==> src/include/soc_settings.svh <==
`ifndef SOC_SETTINGS_SVH
`define SOC_SETTINGS_SVH

// Region select from address bits 31 to 28
`define SOC_REGION_RAM   4'h0
`define SOC_REGION_GPIO  4'h1
`define SOC_REGION_TIMER 4'h2

// RAM depth in 32-bit words
`define SOC_RAM_WORDS 1024

`define AXI_RESP_OKAY   2'b00
`define AXI_RESP_DECERR 2'b11

// Timer register map
`define TIMER_CTRL   12'h000
`define TIMER_LIMIT  12'h004
`define TIMER_COUNT  12'h008
`define TIMER_STATUS 12'h00C

`endif

==> src/design/soc_pkg.sv <==
package soc_pkg;

    typedef logic [31:0] addr_t;
    typedef logic [11:0] periph_addr_t;
    typedef logic [31:0] data_t;
    typedef logic [3:0]  strb_t;
    typedef logic [1:0]  resp_t;

    // Target of a routed access
    typedef enum logic [1:0] {
        SEL_RAM,
        SEL_GPIO,
        SEL_TIMER,
        SEL_NONE
    } slave_sel_t;

    // One per channel direction
    typedef enum logic {
        RESP_IDLE,
        RESP_PEND
    } resp_state_t;

endpackage

==> src/design/axi_interconnect.sv <==
`include "soc_settings.svh"

module axi_interconnect (
    input  logic clk,
    input  logic rst_n,

    input  soc_pkg::addr_t s_awaddr,
    input  logic           s_awvalid,
    output logic           s_awready,
    input  soc_pkg::data_t s_wdata,
    input  soc_pkg::strb_t s_wstrb,
    input  logic           s_wvalid,
    output logic           s_wready,
    output soc_pkg::resp_t s_bresp,
    output logic           s_bvalid,
    input  logic           s_bready,
    input  soc_pkg::addr_t s_araddr,
    input  logic           s_arvalid,
    output logic           s_arready,
    output soc_pkg::data_t s_rdata,
    output soc_pkg::resp_t s_rresp,
    output logic           s_rvalid,
    input  logic           s_rready,

    // RAM
    output soc_pkg::periph_addr_t ram_awaddr, ram_araddr,
    output soc_pkg::data_t        ram_wdata,
    output soc_pkg::strb_t        ram_wstrb,
    output logic                  ram_awvalid, ram_wvalid, ram_bready, ram_arvalid, ram_rready,
    input  logic                  ram_awready, ram_wready, ram_bvalid, ram_arready, ram_rvalid,
    input  soc_pkg::data_t        ram_rdata,

    // GPIO
    output soc_pkg::periph_addr_t gpio_awaddr, gpio_araddr,
    output soc_pkg::data_t        gpio_wdata,
    output soc_pkg::strb_t        gpio_wstrb,
    output logic                  gpio_awvalid, gpio_wvalid, gpio_bready, gpio_arvalid, gpio_rready,
    input  logic                  gpio_awready, gpio_wready, gpio_bvalid, gpio_arready, gpio_rvalid,
    input  soc_pkg::data_t        gpio_rdata,

    // Timer
    output soc_pkg::periph_addr_t timer_awaddr, timer_araddr,
    output soc_pkg::data_t        timer_wdata,
    output soc_pkg::strb_t        timer_wstrb,
    output logic                  timer_awvalid, timer_wvalid, timer_bready,
    output logic                  timer_arvalid, timer_rready,
    input  logic                  timer_awready, timer_wready, timer_bvalid,
    input  logic                  timer_arready, timer_rvalid,
    input  soc_pkg::data_t        timer_rdata
);

    soc_pkg::slave_sel_t  w_sel, w_sel_q, r_sel, r_sel_q;
    soc_pkg::resp_state_t w_state, r_state;
    logic                 w_idle, r_idle;

    function automatic soc_pkg::slave_sel_t decode(input soc_pkg::addr_t addr);
        case (addr[31:28])
            `SOC_REGION_RAM:   return soc_pkg::SEL_RAM;
            `SOC_REGION_GPIO:  return soc_pkg::SEL_GPIO;
            `SOC_REGION_TIMER: return soc_pkg::SEL_TIMER;
            default:           return soc_pkg::SEL_NONE;
        endcase
    endfunction

    assign w_sel  = decode(s_awaddr);
    assign r_sel  = decode(s_araddr);
    assign w_idle = (w_state == soc_pkg::RESP_IDLE);
    assign r_idle = (r_state == soc_pkg::RESP_IDLE);

    // ==========================================================
    // Request payload broadcast and valids gated by region
    // ==========================================================
    assign ram_awaddr   = s_awaddr[11:0];
    assign gpio_awaddr  = s_awaddr[11:0];
    assign timer_awaddr = s_awaddr[11:0];
    assign ram_araddr   = s_araddr[11:0];
    assign gpio_araddr  = s_araddr[11:0];
    assign timer_araddr = s_araddr[11:0];
    assign ram_wdata    = s_wdata;
    assign gpio_wdata   = s_wdata;
    assign timer_wdata  = s_wdata;
    assign ram_wstrb    = s_wstrb;
    assign gpio_wstrb   = s_wstrb;
    assign timer_wstrb  = s_wstrb;

    assign ram_awvalid   = s_awvalid & w_idle & (w_sel == soc_pkg::SEL_RAM);
    assign ram_wvalid    = s_wvalid  & w_idle & (w_sel == soc_pkg::SEL_RAM);
    assign gpio_awvalid  = s_awvalid & w_idle & (w_sel == soc_pkg::SEL_GPIO);
    assign gpio_wvalid   = s_wvalid  & w_idle & (w_sel == soc_pkg::SEL_GPIO);
    assign timer_awvalid = s_awvalid & w_idle & (w_sel == soc_pkg::SEL_TIMER);
    assign timer_wvalid  = s_wvalid  & w_idle & (w_sel == soc_pkg::SEL_TIMER);
    assign ram_arvalid   = s_arvalid & r_idle & (r_sel == soc_pkg::SEL_RAM);
    assign gpio_arvalid  = s_arvalid & r_idle & (r_sel == soc_pkg::SEL_GPIO);
    assign timer_arvalid = s_arvalid & r_idle & (r_sel == soc_pkg::SEL_TIMER);

    always_comb begin
        case (w_sel)
            soc_pkg::SEL_RAM: begin
                s_awready = ram_awready;
                s_wready  = ram_wready;
            end
            soc_pkg::SEL_GPIO: begin
                s_awready = gpio_awready;
                s_wready  = gpio_wready;
            end
            soc_pkg::SEL_TIMER: begin
                s_awready = timer_awready;
                s_wready  = timer_wready;
            end
            // Unmapped regions are accepted here
            default: begin
                s_awready = s_awvalid & s_wvalid & w_idle;
                s_wready  = s_awvalid & s_wvalid & w_idle;
            end
        endcase
    end

    always_comb begin
        case (r_sel)
            soc_pkg::SEL_RAM:   s_arready = ram_arready;
            soc_pkg::SEL_GPIO:  s_arready = gpio_arready;
            soc_pkg::SEL_TIMER: s_arready = timer_arready;
            default:            s_arready = s_arvalid & r_idle;
        endcase
    end

    // ==========================================================
    // Responses routed by the selection latched at acceptance
    // ==========================================================
    assign ram_bready   = s_bready & (w_sel_q == soc_pkg::SEL_RAM);
    assign gpio_bready  = s_bready & (w_sel_q == soc_pkg::SEL_GPIO);
    assign timer_bready = s_bready & (w_sel_q == soc_pkg::SEL_TIMER);
    assign ram_rready   = s_rready & (r_sel_q == soc_pkg::SEL_RAM);
    assign gpio_rready  = s_rready & (r_sel_q == soc_pkg::SEL_GPIO);
    assign timer_rready = s_rready & (r_sel_q == soc_pkg::SEL_TIMER);

    always_comb begin
        s_bresp = `AXI_RESP_OKAY;
        case (w_sel_q)
            soc_pkg::SEL_RAM:   s_bvalid = ram_bvalid;
            soc_pkg::SEL_GPIO:  s_bvalid = gpio_bvalid;
            soc_pkg::SEL_TIMER: s_bvalid = timer_bvalid;
            default: begin
                s_bvalid = !w_idle;
                s_bresp  = `AXI_RESP_DECERR;
            end
        endcase
    end

    always_comb begin
        s_rresp = `AXI_RESP_OKAY;
        case (r_sel_q)
            soc_pkg::SEL_RAM: begin
                s_rvalid = ram_rvalid;
                s_rdata  = ram_rdata;
            end
            soc_pkg::SEL_GPIO: begin
                s_rvalid = gpio_rvalid;
                s_rdata  = gpio_rdata;
            end
            soc_pkg::SEL_TIMER: begin
                s_rvalid = timer_rvalid;
                s_rdata  = timer_rdata;
            end
            default: begin
                s_rvalid = !r_idle;
                s_rdata  = '0;
                s_rresp  = `AXI_RESP_DECERR;
            end
        endcase
    end

    always_ff @(posedge clk or negedge rst_n) begin
        if (!rst_n) begin
            w_state <= soc_pkg::RESP_IDLE;
            r_state <= soc_pkg::RESP_IDLE;
            w_sel_q <= soc_pkg::SEL_NONE;
            r_sel_q <= soc_pkg::SEL_NONE;
        end else begin
            if (s_awvalid && s_awready) begin
                w_state <= soc_pkg::RESP_PEND;
                w_sel_q <= w_sel;
            end else if (s_bvalid && s_bready) begin
                w_state <= soc_pkg::RESP_IDLE;
            end
            if (s_arvalid && s_arready) begin
                r_state <= soc_pkg::RESP_PEND;
                r_sel_q <= r_sel;
            end else if (s_rvalid && s_rready) begin
                r_state <= soc_pkg::RESP_IDLE;
            end
        end
    end

    a_bvalid_held: assert property (@(posedge clk) disable iff (!rst_n)
        s_bvalid && !s_bready |=> s_bvalid);

endmodule

==> config.mk <==
export PLATFORM = sky130hd
export DESIGN_NAME = axi_interconnect
export DESIGN_NICKNAME = d
export VERILOG_FILES = /design/src/design/soc_pkg.sv /design/src/design/axi_interconnect.sv
export VERILOG_INCLUDE_DIRS = /design/src /design/src/include
export SDC_FILE = /design/constraint.sdc
export NUM_CORES = 1
export LEC_CHECK = 0
export BUFFER_PORTS_ARGS = -buffer_cell sky130_fd_sc_hd__clkbuf_2
export CAP_MARGIN = 5
export CORE_AREA = 2 2 178 180
export CTS_CLUSTER_SIZE = 10
export DETAILED_ROUTE_END_ITERATION = 6
export DIE_AREA = 0 0 180 182
export SYNTH_ARGS = -nofsm -noshare
export SYNTH_HDL_FRONTEND = slang
export SYNTH_SLANG_ARGS = --single-unit
export TNS_END_PERCENT = 30
==> constraint.sdc <==
create_clock -name clk -period 1.69 [get_ports clk]
set_input_delay 0.338 -clock clk [delete_from_list [all_inputs] [get_ports clk]]
set_output_delay 0.338 -clock clk [all_outputs]
set_load 0.03 [all_outputs]
* After elaboration in Yosys (flattened, before gate mapping)
Cells that the tools add are included.
** Operators by class
- Bitwise operators :: 22
- Multiplexer cells :: 14
- Reductions and logical operators :: 14
- Eq/ne operators :: 12
** Operators by type and width (number)
- one-hot mux 32 bit (3 select lines) :: 1
- AND 1 bit :: 20
- one-hot mux 1 bit (3 select lines) :: 5
- one-hot mux 2 bit (3 select lines) :: 2
- == test 2 x 1 -> 1 bit, second input constant :: 4
- == test 2 bit, second input constant :: 4
- == test 4 x 1 -> 1 bit, second input constant :: 2
- == test 4 x 2 -> 1 bit, second input constant :: 2
- zero test 2 bit :: 4
- zero test 4 bit :: 2
- OR reduction 3 bit :: 2
- logical AND 1 bit :: 4
- 2-to-1 mux 1 bit :: 4
- 2-to-1 mux 2 bit :: 2
- nonzero test 2 bit :: 2
- inverter 1 bit :: 2
** Storage, ports and cells
- Output and inout bits :: 236
- Word-level logic and storage cells :: 66
- Flip-flop bits (word level) :: 6
- Input bits :: 218

* Depth between registers and ports, before layout
- Depth in word-level cells :: 6
- Mapped depth :: 6
- Depth with buffers taken out :: 4

* Least setup slack after synthesis
OpenSTA, ideal clock, no wires.
- Kind :: register to output
- From :: register r_sel_q[1]
- To :: output port s_rdata[10]
- Path buffers :: 2
- Stages on the path, launching flop included :: 5
- Arrival :: 1.743 ns
- Data required time :: 1.352 ns
- Slack :: -0.391 ns
- Cells stage by stage :: dfstp_2 > buf_2 > buf_2 > mux2i_1 > o21ai_0
** Between the ends
- Cells in the longest elaborated chain, start to end :: 2
- Elaborated cells on any way between the ends :: 4
- Those cells by class :: 2 x eq/ne; 1 x mux; 1 x reduce/logical
** Ends and longest elaborated chain
- start: declaration :: line axi_interconnect.sv:52 : soc_pkg::slave_sel_t w_sel, w_sel_q, r_sel, r_sel_q;
- start signal: assignment :: line axi_interconnect.sv:178 : r_sel_q <= soc_pkg::SEL_NONE;
- start signal: assignment :: line axi_interconnect.sv:188 : r_sel_q <= r_sel;
- == test 2 bit (tied with other cells) :: line axi_interconnect.sv:152 : case (r_sel_q)
- one-hot mux 32 bit (3 select lines) * :: line axi_interconnect.sv:152
- end: declaration :: line axi_interconnect.sv:20 : output soc_pkg::data_t s_rdata,
Every way passes the cells marked *; elsewhere a longest branch is shown, timed or not.

* Worst setup path in the final report
- From :: register r_sel_q[1]
- To :: output port s_rdata[20]
Same word-level chain as after synthesis.

==> reports/qor.csv <==
metric,value,unit
Synth top area share,50.2,%
failing checks,setup timing,
worst path cell trace,buf_8 > buf_6 > buf_6 > mux2i_2 > o21ai_2 > clkbuf_8,
run status,"complete, but fails checks",
Slew headroom,78.7,%
Detailed Route WL,11300,um
maximum buffer depth of the clock tree,2,
Synth Area in Simple Gates,14.6,%
reg-to-reg setup timing slack,0.11,ns
Worst Path Required,1.35,ns
# setup viols final,40,
CTS Sinks,6,
fin crit share,119,%
leading area contributor after synthesis,buf_4,
largest cells by area after synthesis,"buf_4, mux2i_1, o21ai_0",
largest family of logic cells by synthesized area,buffers and inverters,
Mapped Area,2720,um^2
Hold Crit Class,input port to flop,
Initial Utilization,8.78,%
RSZ-0062 raised after global routing,true,
residual DRC count,0,
R2R cell count,7,
highest clock rate,498,MHz
Cell Count Post-Placement,789,
Total Routing Usage GR,6.42,%
Synth cell types,40,
fillcell total,3587,
Max Cap Viol,0,
CP max stage cell,dfstp_2,
Worst Tran Pin Value,0.315,ns
Critical Path Max Stage Delay,0.54,ns
HP Start,s_arvalid,
Die Height,182,um
CP max FO,5,
synthesized area per cell,7.12,um^2
final std cells w/o fill,805,
TritonRoute pass-1 iters,4,
CP arrival,1.67,ns
DPL Wire Length,8380,um
nets@finish,623,
Layout area overhead,30.1,%
antenna violations before repair,0,
"Remaining Overflow, GRT",0,
Final ANT Viol Nets,0,
Synth Area in Adders,0,%
Starting DRT DRC Count,28,
Num CTS Buffers,3,
"Endpoint, Worst Hold",r_sel_q[1],
syn nets,600,
WS Path Type,flop to output port,
CTS tree,yes,
Inserted Diodes,0,
footprint of the multi-input gates,1310,um^2
endpoints failing hold,0,
Row Count,65,
Placeable Area,31000,um^2
Cells after Synth,382,
average vias per placed instance,3.06,
R2R Path Start,r_sel_q[1],
WHS,0.390,ns
I/O Buffers,181,
vias in the first global route,2535,
Pins Over Slew Limit,0,
Final WS setup,-0.319,ns
Crit. End Element,output port,
hold depth,3,
FF/Latch Area,155,um^2
pwr dens,666,nW/um^2
number of buffer and inverter stages on the critical path,4,
min Tclk post-route,2.01,ns
post-synthesis mux area share,14.0,%
first-pass GRT wire length,15600,um
"Core Util, Final",11.4,%
#FFs+latches synth,6,
routed vias,2460,
I/O Pins,454,
CTS HTree Levels,1,
register area share after synthesis,5.70,%
clk_lat worst skew,0.22,ns
wire length per cell,14.1,um
share of layout cells above drive strength 1,65.5,%
die area,32800,um^2
Critical Path Start Type,flop,
largest net degree at the start of global routing,37,
routability cong.,0.774,
"most used cell, CP",buf_6,
Worst Skew,0.0000626,ns
Clock Tree Root,clkbuf_16,
crit-path leading delay family,buffers and inverters,
Chip Width,180,um
complex-gate fraction of the synthesized area,11.8,%
reg-to-reg endpoint,r_state,
leakage power,1.74,nW
Max VDD drop,0.313,mV
post-synthesis xor/xnor area fraction,0,%
Yosys Warn Count,0,
Worst-path clk slew,0.03,ns
[layout make-up]
| type | count | area share, % |
|---|---|---|
| timing repair buffer | 215 | 41.5 |
| multi-input combinational | 173 | 37.0 |
| inverter | 6 | 0.707 |
| tap | 402 | 14.2 |
| sequential | 6 | 4.38 |
| clock buffer | 3 | 2.12 |
[cells in the mapped netlist]
master / instances
nand2b_1: 4
nor3_1: 4
nor4_1: 2
o211ai_1: 2
nand3b_1: 2
a211o_2: 1
mux2i_1: 37
nand3_2: 1
a22o_1: 1
nor3_2: 1
and2_1: 1
nor2_1: 9
nand3_1: 1
clkbuf_1: 7
and3_1: 2
nand2_1: 40
a211oi_1: 1
buf_2: 8
inv_1: 6
dfrtp_1: 2
a21oi_1: 7
nor4bb_1: 1
mux2_2: 1
a221oi_1: 1
a22oi_2: 1
nand4_2: 1
or3b_1: 1
buf_6: 1
nor2b_2: 1
a21boi_2: 1
o22ai_1: 1
and4b_1: 1
a32o_1: 1
nor4b_1: 3
o21ai_1: 3
nor3b_1: 2
buf_4: 182
o21ai_0: 36
dfstp_2: 4
nor2b_1: 1
[worst max path at each step]
stage	start	endpoint	slack, ns	cells past startpoint
2_1_floorplan	s_araddr[31]	gpio_arvalid	-0.29	3
3_3_place_gp	r_sel_q[0]	s_rdata[11]	-0.50	5
3_5_place_dp	r_sel_q[0]	s_rdata[14]	-0.56	5
4_1_cts	r_sel_q[1]	s_rdata[1]	-0.39	7
5_1_grt	r_sel_q[1]	s_rdata[25]	-0.39	6
6_report	r_sel_q[1]	s_rdata[20]	-0.32	6
[layout by cell type, fill, tap and decap left out, types with 6 or more instances in the layout]
cell type	Yosys	layout
buf_4	182	30
o21ai_2	0	12
clkbuf_2	0	135
clkbuf_4	0	14
buf_2	8	6
nor2_1	9	6
nand2_1	40	40
o21ai_1	3	19
o21ai_0	36	8
clkbuf_8	0	7
buf_6	1	14
a21oi_1	7	6
mux2i_1	37	28
[registers in the layout, indices dropped and copies added (netlist names)]
| register | cells |
|---|---|
| r_state | 1 |
| w_sel_q | 2 |
| r_sel_q | 2 |
| w_state | 1 |
[per-stage QoR]
stage | TNS, ns | cell area, um^2 | power (mW) | setup slack [ns]
6_report | -9.41 | 3540 | 2.36 | -0.319
5_1_grt | -12.84 | 3540 | 2.52 | -0.391
4_1_cts | -12.18 | 3410 | 2.29 | -0.389
3_5_place_dp | -17.07 | 2940 | 1.62 | -0.556
3_3_place_gp | -15.94 | 2940 | 1.61 | -0.498
2_1_floorplan | -4.82 | 2790 | 1.89 | -0.294
[what timing repair did]
action                     in CTS  in global routing
resized for setup              65                 63
pin swaps                       9                  4
setup endpoints to repair      44                 53
gates cloned                    3                  0
hold endpoints to repair        2                  0
buffers inserted                9                  1
hold buffers                    1                  0
[report_power, final]
part	switching (mW)	internal, mW
Sequential	0.0711	0.199
Combinational	0.933	0.770
Clock	0.0802	0.304
Total	1.08	1.27
[worst reg2reg max path, delay by kind of cell, from the launching register on]
kind / cells / cell delay (ns)
flops: 1 / 0.54
buf+inv: 3 / 0.46
compound gates: 2 / 0.24
simple gates: 2 / 0.22
[metal layers]
metal	vias up	GRT usage, %	routed length (um)
li1	1132	-	-
met1	1033	5.79	3460
met2	234	11.5	5690
met3	61	3.15	1420
met4	0	4.16	743
met5	-	0	0
[kinds of logic (layout without fill, tap and decap cells)]
group / count (synthesis) / in the layout
buffers and inverters: 204 / 224
AOI/OAI and AO/OA: 56 / 56
DFF: 6 / 6
muxes: 38 / 38
and+or+nand+nor: 78 / 79
Power figures use the tool's default switching activity.
