### src/include/soc_settings.svh
`ifndef SOC_SETTINGS_SVH
`define SOC_SETTINGS_SVH

// Region select from address bits 31 to 28
`define SOC_REGION_RAM   4'h0
`define SOC_REGION_GPIO  4'h1
`define SOC_REGION_TIMER 4'h2

// RAM depth in 32-bit words
`define SOC_RAM_WORDS 1024

`define AXI_RESP_OKAY   2'b00
`define AXI_RESP_DECERR 2'b11

// Timer register map
`define TIMER_CTRL   12'h000
`define TIMER_LIMIT  12'h004
`define TIMER_COUNT  12'h008
`define TIMER_STATUS 12'h00C

`endif

### src/design/soc_pkg.sv
package soc_pkg;

    typedef logic [31:0] addr_t;
    typedef logic [11:0] periph_addr_t;
    typedef logic [31:0] data_t;
    typedef logic [3:0]  strb_t;
    typedef logic [1:0]  resp_t;

    // Target of a routed access
    typedef enum logic [1:0] {
        SEL_RAM,
        SEL_GPIO,
        SEL_TIMER,
        SEL_NONE
    } slave_sel_t;

    // One per channel direction
    typedef enum logic {
        RESP_IDLE,
        RESP_PEND
    } resp_state_t;

endpackage

### src/design/axi_gpio.sv
module axi_gpio (
    input  logic                  clk,
    input  logic                  rst_n,
    input  soc_pkg::periph_addr_t gpio_awaddr, gpio_araddr,
    input  soc_pkg::data_t        gpio_wdata,
    input  soc_pkg::strb_t        gpio_wstrb,
    input  logic                  gpio_awvalid, gpio_wvalid, gpio_bready, gpio_arvalid, gpio_rready,
    output logic                  gpio_awready, gpio_wready, gpio_bvalid, gpio_arready, gpio_rvalid,
    output soc_pkg::data_t        gpio_rdata,
    output soc_pkg::data_t        gpio_out
);

    soc_pkg::resp_state_t b_state, r_state;
    logic                 w_go, r_go;

    assign w_go         = gpio_awvalid & gpio_wvalid & (b_state == soc_pkg::RESP_IDLE);
    assign r_go         = gpio_arvalid & (r_state == soc_pkg::RESP_IDLE);
    assign gpio_awready = w_go;
    assign gpio_wready  = w_go;
    assign gpio_arready = r_go;
    assign gpio_bvalid  = (b_state == soc_pkg::RESP_PEND);
    assign gpio_rvalid  = (r_state == soc_pkg::RESP_PEND);

    always_ff @(posedge clk or negedge rst_n) begin
        if (!rst_n) begin
            b_state  <= soc_pkg::RESP_IDLE;
            r_state  <= soc_pkg::RESP_IDLE;
            gpio_out <= '0;
        end else begin
            if (w_go)
                b_state <= soc_pkg::RESP_PEND;
            else if (gpio_bvalid && gpio_bready)
                b_state <= soc_pkg::RESP_IDLE;
            if (r_go)
                r_state <= soc_pkg::RESP_PEND;
            else if (gpio_rvalid && gpio_rready)
                r_state <= soc_pkg::RESP_IDLE;
            // Output register lives at word 0 only
            if (w_go && gpio_awaddr[11:2] == '0) begin
                for (int i = 0; i < 4; i++) begin
                    if (gpio_wstrb[i])
                        gpio_out[8*i +: 8] <= gpio_wdata[8*i +: 8];
                end
            end
        end
    end

    always_ff @(posedge clk) begin
        if (r_go)
            gpio_rdata <= (gpio_araddr[11:2] == '0) ? gpio_out : '0;
    end

endmodule

### config.mk
export PLATFORM = sky130hd
export DESIGN_NAME = axi_gpio
export DESIGN_NICKNAME = d
export VERILOG_FILES = /design/src/include/soc_settings.svh /design/src/design/soc_pkg.sv /design/src/design/axi_gpio.sv
export SDC_FILE = /design/constraint.sdc
export NUM_CORES = 1
export LEC_CHECK = 0
export ABC_CLOCK_PERIOD_IN_PS = 4500
export BUFFER_PORTS_ARGS = -buffer_cell sky130_fd_sc_hd__buf_2
export CAP_MARGIN = 20
export CORE_MARGIN = 1.5
export CORE_UTILIZATION = 30
export CTS_CLUSTER_SIZE = 24
export DETAILED_ROUTE_END_ITERATION = 10
export PLACE_DENSITY = 0.63
export SETUP_SLACK_MARGIN = 0.05
export SLEW_MARGIN = 20
export SYNTH_ARGS = -nofsm -noshare
export SYNTH_HDL_FRONTEND = slang
export SYNTH_SLANG_ARGS = --single-unit
### constraint.sdc
create_clock -name clk -period 4.5 [get_ports clk]
set_clock_uncertainty 0.2 [all_clocks]
set_input_delay 0.45 -clock clk [delete_from_list [all_inputs] [get_ports clk]]
set_output_delay 0.45 -clock clk [all_outputs]
set_load 0.01 [all_outputs]
-- After elaboration in Yosys (flattened, before gate mapping)
Cells that the tools add are included.
- muxes and demuxes: 4
- bitwise gates (word level): 5
- reductions and logical operators: 11
- operators by type and width (kind ; count):
    $logic_not A10 Y1 ; 2
    $reduce_and A2 Y1 ; 4
    $mux W1 ; 4
    $reduce_bool A2 Y1 ; 2
    $and A1 B1 Y1 ; 3
    $logic_and A1 B1 Y1 ; 3
    $not A1 Y1 ; 2
- register bits after elaboration: 66
- input bits: 67
- output and inout port bits: 69
- word-level logic and storage cells: 27

-- Depth between registers and ports, before layout
Gate-level depths: netlist of the first run.
- word-level depth: 4
- gate-level depth with buffers: 4
- depth with buffers taken out: 3

-- Least setup slack after synthesis of the first run
OpenSTA, ideal clock, no wires.
- path kind: in2out
- start point: input port gpio_arvalid
- end point: output port gpio_arready
- arrival time: 2.023 ns
- data required time: 3.850 ns
- slack: 1.827 ns
- stages: 1
- path buffers: 0
- cell sequence: nor2b_1
- word-level cells in the longest chain between the ends: 1
- RTL lines (item ; line ; text):
    start: declaration ; axi_gpio.sv:7 ; input logic gpio_awvalid, gpio_wvalid, gpio_bready, gpio_arvalid, gpio_rready,
    $and A1 B1 Y1 ; axi_gpio.sv:17 ; assign r_go = gpio_arvalid & (r_state == soc_pkg::RESP_IDLE);
    end: declaration ; axi_gpio.sv:8 ; output logic gpio_awready, gpio_wready, gpio_bvalid, gpio_arready, gpio_rvalid,
No other way between the ends.

-- Worst setup path after layout of the first run
- start point: register r_state (netlist: gpio_rvalid)
- end point: output port gpio_arready
- word-level cells in the longest chain between the ends: 2
- RTL lines (item ; line ; text):
    start: declaration ; axi_gpio.sv:13 ; soc_pkg::resp_state_t b_state, r_state;
    start signal: assignment ; axi_gpio.sv:27 ; r_state <= soc_pkg::RESP_IDLE;
    start signal: assignment ; axi_gpio.sv:35 ; r_state <= soc_pkg::RESP_PEND;
    start signal: assignment ; axi_gpio.sv:37 ; r_state <= soc_pkg::RESP_IDLE;
    $not A1 Y1 ; axi_gpio.sv:17 ;
    $and A1 B1 Y1 ; axi_gpio.sv:17 ;
No other way between the ends.

==> results of run 1 <==
==> power by group through the flow <==
| stage | logic (mW) | clock network (mW) | registers [mW] |
|---|---|---|---|
| 2_1_floorplan | 0.0201 | 0 | 0.686 |
| 3_3_place_gp | 0.0895 | 0 | 0.674 |
| 3_5_place_dp | 0.0909 | 0 | 0.674 |
| 4_1_cts | 0.0913 | 0.527 | 0.662 |
| 5_1_grt | 0.0984 | 0.557 | 0.664 |
| 6_report | 0.0883 | 0.505 | 0.662 |
==> cells in the mapped netlist (all sizes together) (2+ instances only) <==
library cell	number
and2	32
mux2	32
buf	3
dfrtp	34
nor4	5
inv	2
edfxtp	32
or3b	4
clkbuf	3
or4	4
==> logic make-up (layout without fill, tap and decap cells) <==
logic type | count (synthesis) | count (layout) | share of synthesized area (%)
simple gates | 48 | 48 | 14.42
flops | 66 | 66 | 69.82
buf+inv | 8 | 150 | 1.494
mux | 32 | 32 | 13.89
compound gates | 2 | 2 | 0.3854
==> stage by stage <==
| step | worst slack [ps] | power, mW |
|---|---|---|
| after floorplan | 1827 | 0.7057 |
| after global placement | 1778 | 0.7631 |
| after detailed placement | 1741 | 0.7652 |
| after CTS | 1939 | 1.280 |
| after global routing | 1865 | 1.319 |
| final | 2026 | 1.255 |
==> area by class of cell <==
cell class,count,share of cell area (%)
clock buffers,12,4.337
repair buffers,132,18.54
clock inverters,4,1.399
multi-input cells,82,21.20
inverters,2,0.2099
well taps,105,3.673
flip-flops and latches,66,50.65
==> worst max-delay path, cell delays in order (launching register included) <==
cell and delay [ps]:
dfrtp_1 430, nor2b_4 790, buf_2 270
==> state kept, by name, indices dropped and copies added, names as in the netlist <==
name	cells
gpio_out	32
gpio_rdata	32
gpio_bvalid	1
gpio_rvalid	1
==> how the worst max path moves through the flow <==
stage	slack [ps]	cells after the start	startpoint	to
3_3_place_gp	1780	4	gpio_awaddr[2]	gpio_out[21]
2_1_floorplan	1830	1	gpio_arvalid	gpio_arready
6_report	2030	2	gpio_rvalid	gpio_arready
5_1_grt	1860	2	gpio_rvalid	gpio_arready
4_1_cts	1940	2	gpio_rvalid	gpio_arready
3_5_place_dp	1740	4	gpio_awaddr[2]	gpio_out[20]
==> per-layer routing <==
| metal | global-route usage [%] | wire, um | vias to the layer above | part of all wire (%) |
|---|---|---|---|---|
| met2 | 21.65 | 2892 | 78 | 51 |
| met4 | 6.127 | 77 | 0 | 1.3 |
| met1 | 14.76 | 2269 | 868 | 40 |
| met5 | 0 | 0 | - | 0 |
| li1 | - | - | 837 | - |
| met3 | 4.423 | 481 | 8 | 8.4 |
==> results.md, run 1 <==
* HP Class: in -> async
* Initial antenna violation count at 0
* Yosys warns at 0
* Design area at 0.003577 mm^2
* Mapped Cells at 156
* Hold_buf cts at 0
* Commonest non-fill, non-tap cell in the layout: buf_2
* Async set or reset register ratio after synthesis at 51.52%
* Clk root buf: clkbuf_8
* Drt via density at 4.444
* # fillers at 781
* Clock slew at reported path FFs at 70 ps
* Largest net degree at the start of global routing at 35
* Mapped Nets at 223
* Largest cells by area after synthesis: edfxtp_1, dfrtp_1, mux2_2
* Post-CTS Setup Bufs at 0
* Synth top area share at 37.03%
* Worst reg2reg setup slack at 2160 ps
* Routed via count at 1791
* DRT Wirelength at 5720 um
* Die Span X at 96.01 um
* Seq pwr share at 52.7%
* Die area at 0.009217 mm^2
* Post-Syn Area at 0.002595 mm^2
* RR Startpoint: gpio_bvalid
* Synth-to-Final Area Change at 37.85%
* Wire per inst at 14.19 um
* Endpoints failing setup at 0
* Number of global-route vias before repair at 1782
* FP Rows at 33
* Total track usage at 12.94%
* Netlist cell types at 18
* WS Path Type: reg -> out
* First-pass GRT wire length at 8549 um
* Fin Setup TNS at 0 ps
* Crit Reg-Reg Endpoint: gpio_out[20]
* Most frequent cells in the layout: buf_2, dfrtp_1, and2_1, edfxtp_1, mux2_2
* MaxCap Viol Count at 0
* Drt initial violations at 20
* Diodes inserted at 0
* Final RePlAce weighted congestion at 0.6850
* Power share of the combinational group at 7.0%
* Switching share of power at 22.05%
* Worst EP arrival at 1820 ps
* Post-Layout Cell Count at 403
* Die height at 96.01 um
* RSZ-0062 raised after global routing: false
* Worst slew pin tran at 998.7 ps
* Sink Count at 66
* Sequential standard cell area at 0.001812 mm^2
* Period Utilization, post-route at 54.97%
* Core Area at 0.008299 mm^2
* Nets at 360
* Fin util at 43.10%
* IO Count at 136
* Cts bufs inserted at 9
* Synth area leader: edfxtp_1
* VDD IR-drop max at 0.1549 mV
* Grt ovf at 0
* Post-synth EDFFs at 32
* FF-to-FF path depth at 3
* H-Tree Depth at 3
* Antenna-violating nets left at 0
* Setup crit start kind: flop
* First-pass iteration count of the detailed router at 4
* Crit end category: output port
* # resized after CTS at 0
* Switch Pwr at 276.7 uW
* Placed Cells at 387
* CTS tree: yes
* Ys flop type: dfrtp_1
* PortBufs at 131
* Seq/Total Area, Yosys at 69.82%
* Detailed Place HPWL at 4141 um
* CP Max Fanout at 33
* Initial Utilization at 31.27%
* Max clock buf depth at 2
* Clock power frac at 40.2%
* CP Data Required Time at 3850 ps
* Total leakage power at 1.810 nW
* Slew headroom at 33.28%
* Fmax at 404.2 MHz
* Drt drc at 0
* Post-DP Area at 0.003372 mm^2
* Final Critical Period at 2474 ps
* PD cells at 350.8 mW/mm^2
* Clock Latency Late Sink at 330 ps
* Outcome: complete, no violations
* Internal power component at 978.2 uW
* Share of cells above drive strength 1 at 62.75%
* Syn avg cell area at 16.63 um^2
* Slew Limit Fails at 0
* Area of the multi-input gates at 758.2 um^2
* Hold Vio Cnt, Final at 0
* Yosys reg bits at 66
* Final hold slack at 2.416 ps
(Power assumes the default switching activity.)
==> run 2, diff against run 1 <==
--- a/config.mk
+++ b/config.mk
@@ -5,14 +5,14 @@
 export SDC_FILE = /design/constraint.sdc
 export NUM_CORES = 1
 export LEC_CHECK = 0
-export ABC_CLOCK_PERIOD_IN_PS = 4500
+export ABC_CLOCK_PERIOD_IN_PS = 2100
 export BUFFER_PORTS_ARGS = -buffer_cell sky130_fd_sc_hd__buf_2
 export CAP_MARGIN = 20
 export CORE_MARGIN = 1.5
 export CORE_UTILIZATION = 30
 export CTS_CLUSTER_SIZE = 24
 export DETAILED_ROUTE_END_ITERATION = 10
-export PLACE_DENSITY = 0.63
+export PLACE_DENSITY = 0.65
 export SETUP_SLACK_MARGIN = 0.05
 export SLEW_MARGIN = 20
 export SYNTH_ARGS = -nofsm -noshare
==> constraint.sdc (replaced) <==
create_clock -name clk -period 2.1 [get_ports clk]
set_clock_uncertainty 0.2 [all_clocks]
set_input_delay 0.21 -clock clk [delete_from_list [all_inputs] [get_ports clk]]
set_output_delay 0.21 -clock clk [all_outputs]
set_load 0.01 [all_outputs]
==> results.md, run 2 (synthesis results as in run 1) <==
* Post-CTS Setup Bufs at 0 (unchanged)
* Diodes inserted at 0 (unchanged)
* Cts bufs inserted at 9 (unchanged)
* Total leakage power at 2.047 nW (+13%)
* Final RePlAce weighted congestion at 0.6685 (-2.4%)
* Antenna-violating nets left at 0 (unchanged)
* Largest net degree at the start of global routing at 35 (unchanged)
* Wire per inst at 13.49 um (-5.0%)
* Placed Cells at 397 (+2.6%)
* Die height at 96.01 um (unchanged)
* Outcome: complete, no violations
* Slew headroom at 46.08% (+13 points)
* DRT Wirelength at 6055 um (+5.9%)
* Max clock buf depth at 2 (unchanged)
* Drt via density at 4.359 (-1.9%)
* Clk root buf: clkbuf_8
* Sequential standard cell area at 0.001812 mm^2 (unchanged)
* Largest registers: gpio_out x32, gpio_rdata x32
* Drt initial violations at 34 (+70%)
* Sink Count at 66 (unchanged)
* Drt drc at 0 (unchanged)
* Commonest non-fill, non-tap cell in the layout: buf_2
* MaxCap Viol Count at 0 (unchanged)
* WS Path Type: in -> reg
* Worst EP arrival at 1830 ps (about the same)
* HP Class: in -> reg
* Initial antenna violation count at 0 (unchanged)
* CP Data Required Time at 2120 ps (-1730 ps)
* First-pass GRT wire length at 9356 um (+9.4%)
* PD cells at 751.4 mW/mm^2 (+110%)
* VDD IR-drop max at 0.3142 mV (+100%)
* Clock slew at reported path FFs at 70 ps (about the same)
* Die area at 0.009217 mm^2 (unchanged)
* RSZ-0062 raised after global routing: false
* First-pass iteration count of the detailed router at 2 (-2)
* # fillers at 753 (-3.6%)
* Number of global-route vias before repair at 1965 (+10%)
* Total power at 3.070 mW (+140%)
* Setup crit start kind: input port
* Routed via count at 1957 (+9.3%)
* Area of the multi-input gates at 758.2 um^2 (unchanged)
* Share of cells above drive strength 1 at 57.27% (-5.5 points)
* CP Max Fanout at 8 (-76%)
* Core Area at 0.008299 mm^2 (unchanged)
* Total track usage at 13.84% (+0.90 points)
* Post-Layout Cell Count at 449 (+11%)
* Fmax at 552.7 MHz
* Most frequent cells in the layout: buf_2, dlygate4sd3_1, dfrtp_1, and2_1, edfxtp_1
* Clock Latency Late Sink at 330 ps (about the same)
* FP Rows at 33 (unchanged)
* Crit end category: flop
* Slew Limit Fails at 0 (unchanged)
* Initial Utilization at 31.27% (unchanged)
* Nets at 406 (+13%)
* Endpoints failing setup at 0 (unchanged)
* Worst slew pin tran at 808.8 ps (-189.9 ps)
* Grt ovf at 0 (unchanged)
* Die Span X at 96.01 um (unchanged)
* CTS tree: yes
* Hold Vio Cnt, Final at 0 (unchanged)
* Detailed Place HPWL at 4307 um (+4.0%)
* PortBufs at 131 (unchanged)
* H-Tree Depth at 3 (unchanged)
* Final Critical Period at 1809 ps
* Period Utilization, post-route at 86.16%
* Synth-to-Final Area Change at 57.43%
* IO Count at 136 (unchanged)
## run 2: metrics by stage
stage | setup WS (ps) | util, % | setup TNS, ps | hold WS (ps) | cell area, um^2
floorplan | 54.00 | - | 0 | -285.6 | 2597
global placement | -62.74 | 41.69 | -1313 | 157.3 | 3460
detailed placement | -71.03 | 41.69 | -1518 | 159.4 | 3460
CTS | 239.3 | 49.22 | 0 | 117.7 | 4085
global route | 210.7 | 49.22 | 0 | 138.9 | 4085
finish | 290.5 | 49.22 | 0 | 138.7 | 4085
## run 2: repair_timing
action	CTS	global route
hold endpoints to repair	68	0
hold buffers	36	0
resized for setup	0	0
## run 2: layer usage
metal / global-route usage, % / routed length [um] / share of wire [%]
met1: 15.30 / 2384 / 39
met2: 24.41 / 3192 / 53
met3: 4.265 / 390 / 6.4
met4: 5.882 / 89 / 1.5
met5: 0 / 0 / 0
## run 2: where the power goes
group / internal [mW] / switching, mW / total, mW
Combinational: 0.137 / 0.118 / 0.255
Clock: 0.909 / 0.488 / 1.40
Sequential: 1.40 / 0.0163 / 1.42
Total: 2.45 / 0.622 / 3.07
## run 2: layout make-up
| class | count | area share [%] |
|---|---|---|
| sequential | 66 | 44.35 |
| clock inverter | 7 | 3.461 |
| clock buffer | 9 | 3.032 |
| tap | 105 | 3.216 |
| timing repair buffer | 178 | 27.20 |
| inverter | 2 | 0.1838 |
| multi-input combinational | 82 | 18.56 |
## run 2: final timing paths
kind	from	endpoint	slack [ps]	depth (start not counted)
max	gpio_awaddr[2]	gpio_out[31]	290	6
min	gpio_wvalid	gpio_bvalid	140	4
min in group asynchronous	rst_n	gpio_out[30]	310	2
min reg2reg	gpio_out[8]	gpio_out[8]	310	1
max in group asynchronous	rst_n	gpio_out[6]	880	2
max reg2reg	gpio_bvalid	gpio_out[31]	330	5
## run 2: worst max-delay path, cell delays in order
cell and delay (ps):
buf_2 90, or4_1 510, buf_4 180, nor4_4 270
buf_4 220, mux2_2 340
==> run 3, diff against run 2 <==
--- a/config.mk
+++ b/config.mk
@@ -5,14 +5,14 @@
 export SDC_FILE = /design/constraint.sdc
 export NUM_CORES = 1
 export LEC_CHECK = 0
-export ABC_CLOCK_PERIOD_IN_PS = 2100
+export ABC_CLOCK_PERIOD_IN_PS = 2000
 export BUFFER_PORTS_ARGS = -buffer_cell sky130_fd_sc_hd__buf_2
-export CAP_MARGIN = 20
+export CAP_MARGIN = 25
 export CORE_MARGIN = 1.5
-export CORE_UTILIZATION = 30
+export CORE_UTILIZATION = 45
 export CTS_CLUSTER_SIZE = 24
 export DETAILED_ROUTE_END_ITERATION = 10
-export PLACE_DENSITY = 0.65
+export PLACE_DENSITY = 0.86
 export SETUP_SLACK_MARGIN = 0.05
 export SLEW_MARGIN = 20
 export SYNTH_ARGS = -nofsm -noshare
==> constraint.sdc (replaced) <==
create_clock -name clk -period 2 [get_ports clk]
set_clock_uncertainty 0.2 [all_clocks]
set_input_delay 0.2 -clock clk [delete_from_list [all_inputs] [get_ports clk]]
set_output_delay 0.2 -clock clk [all_outputs]
set_load 0.01 [all_outputs]
==> results.md, run 3 (synthesis results as in run 1) <==
* Synth-to-Final Area Change at 55.35%
* Clock slew at reported path FFs at 60 ps (about the same)
* Final Critical Period at 1768 ps
* Max stage delay on crit path at 390 ps (-120 ps)
* Crit Reg-Reg Endpoint: gpio_out[7]
* Wire per inst at 14.01 um (+3.9%)
* Slowest-stage cell, CP: dfrtp_1
* VDD IR-drop max at 0.5521 mV (+76%)
* Switch Pwr at 612.8 uW (-1.5%)
* Power share of the combinational group at 8.6% (+0.3 points)
* Commonest non-fill, non-tap cell in the layout: buf_2
* FF-to-FF path depth at 5 (unchanged)
* Routed via count at 1941 (-0.82%)
* WHS Endpoint: gpio_bvalid
* Worst slew pin tran at 781.2 ps (-27.58 ps)
* Crit end category: flop
* Clk root buf: clkbuf_8
* # resized after CTS at 0 (unchanged)
* Post-route setup slack at 232.1 ps (-58.41 ps)
* H-Tree Depth at 3 (unchanged)
* CP Max Fanout at 8 (unchanged)
* Outcome: complete, no violations
* Grt ovf at 0 (unchanged)
* Met1 Wirelength at 2221 um (-6.8%)
* RSZ-0062 raised after global routing: false
* Largest net degree at the start of global routing at 35 (unchanged)
* Clock power frac at 43.1% (-2.4 points)
* Switching share of power at 19.87% (-0.39 points)
* Clock Latency Late Sink at 330 ps (about the same)
* Drt initial violations at 80 (+140%)
* Sink Count at 66 (unchanged)
* Hold Vio Cnt, Final at 0 (unchanged)
* Nets at 405 (-0.25%)
* RR Startpoint: gpio_bvalid
* Drt drc at 0 (unchanged)
* Most used cell, CP: buf_4
* Antenna-violating nets left at 0 (unchanged)
* Max Used Layer: met4
* Total track usage at 19.80% (+6.0 points)
* Core Area at 0.005540 mm^2 (-33%)
* Worst-path cell chain: nand3b_1, buf_4, nor4_4, buf_4, mux2_2
* IO Count at 136 (unchanged)
* Most frequent cells in the layout: buf_2, dlygate4sd3_1, dfrtp_1, and2_1, edfxtp_1
* Period Utilization, post-route at 88.39%
* Place WS at -108.2 ps (-37.14 ps)
* Worst reg2reg setup slack at 230 ps (-100 ps)
* Slew headroom at 47.92% (+1.8 points)
* First-pass GRT wire length at 9170 um (-2.0%)
* CP bufs+invs at 2 (-1)
* Total leakage power at 2.041 nW (-0.31%)
* Worst EP arrival at 1770 ps (-60 ps)
* Initial antenna violation count at 0 (unchanged)
* Fmax at 565.7 MHz
* Critical Path Start: gpio_bvalid
* PortBufs at 131 (unchanged)
* Drt via density at 4.677 (+7.3%)
* Met2 routed WL at 3098 um (-2.9%)
* Die Span X at 78.94 um (-18%)
* Initial Utilization at 46.84% (+16 points)
* Max clock buf depth at 2 (unchanged)
* WHS Path Cells at 4 (unchanged)
* Number of global-route vias before repair at 1997 (+1.6%)
* Die area at 0.006232 mm^2 (-32%)
* PD cells at 764.8 mW/mm^2 (+1.8%)
* Design area at 0.004031 mm^2 (-1.3%)
* Post-DP Area at 0.003430 mm^2 (-0.87%)
* CTS tree: yes
* Hold_sp: gpio_wvalid
* CP Data Required Time at 2010 ps (-110 ps)
* Slew Limit Fails at 0 (unchanged)
* Total power at 3.083 mW (+0.43%)
* Diodes inserted at 0 (unchanged)
* Setup crit start kind: flop
* HP Class: in -> reg
* Internal power component at 2.470 mW (+0.92%)
* DRT Wirelength at 5815 um (-4.0%)
* FP Rows at 27 (-18%)
* Final hold slack at 124.5 ps (-14.13 ps)
* Wire length on met3 at 371 um (-4.9%)
* First-pass iteration count of the detailed router at 4 (+2)
* Top delay family on crit path: buffers and inverters
* Largest registers: gpio_out x32, gpio_rdata x32
* Endpoints failing setup at 0 (unchanged)
* WS Path Type: reg -> reg
* MaxCap Viol Count at 0 (unchanged)
* Die height at 78.94 um (-18%)
* Seq pwr share at 48.3% (+2.1 points)
* Share of cells above drive strength 1 at 57.43% (+0.17 points)
* Cts bufs inserted at 9 (unchanged)
* Final RePlAce weighted congestion at 0.7005 (+4.8%)
-- run 3: cell types whose count changed in the layout (fill, tap and decap cells not counted), sizes merged --
cell    before  now
buf        142  141
bufinv       4    3
clkbuf       9   10
-- run 3: metrics by stage --
stage                     cells  TNS (ps)  utilization, %
after floorplan             156    -893.5               -
after global placement      363     -2402           61.90
after detailed placement    363     -2829           61.90
after CTS                   415         0           72.76
after global routing        415         0           72.76
final                       415         0           72.76
-- run 3: layout make-up --
| class | count | area (um^2) |
|---|---|---|
| well taps | 72 | 90.09 |
| repair buffers | 177 | 1104 |
| fillers | 379 | 1509 |
| multi-input cells | 82 | 777.0 |
| inverters | 2 | 7.507 |
| flip-flops and latches | 66 | 1812 |
| clock buffers | 10 | 137.6 |
| clock inverters | 6 | 103.9 |
-- run 3: worst min-delay path: cells and delay by family --
kind / cells / cell delay (ps)
buf+inv: 2 / 250
compound gates: 1 / 70
simple gates: 1 / 80
-- run 3: timing repair --
action	CTS	global route
endpoints found under the setup margin	0	0
hold endpoints to repair	68	0
hold buffers	36	0
buffers inserted	0	0
-- run 3: worst max-delay path by stage --
stage | endpoint | slack [ps] | depth (start not counted)
after floorplan | gpio_out[11] | -30 | 4
after global placement | gpio_out[20] | -100 | 6
after detailed placement | gpio_out[7] | -110 | 6
after CTS | gpio_out[2] | 220 | 5
after global routing | gpio_out[20] | 130 | 5
final | gpio_out[7] | 230 | 5
-- run 3: layer usage --
metal  global-route usage [%]  up-vias
li1                         -      923
met1                    21.62      920
met2                    36.47       83
met3                    4.828       15
met4                    8.421        0
met5                        0        -
-- run 3: power by group through the flow --
stage               logic, mW  registers (mW)  clock network (mW)
detailed placement      0.212            1.52                   0
global route            0.291            1.49                1.42
finish                  0.266            1.49                1.33
CTS                     0.269            1.49                1.35
floorplan              0.0484            1.54                   0
global placement        0.208            1.51                   0
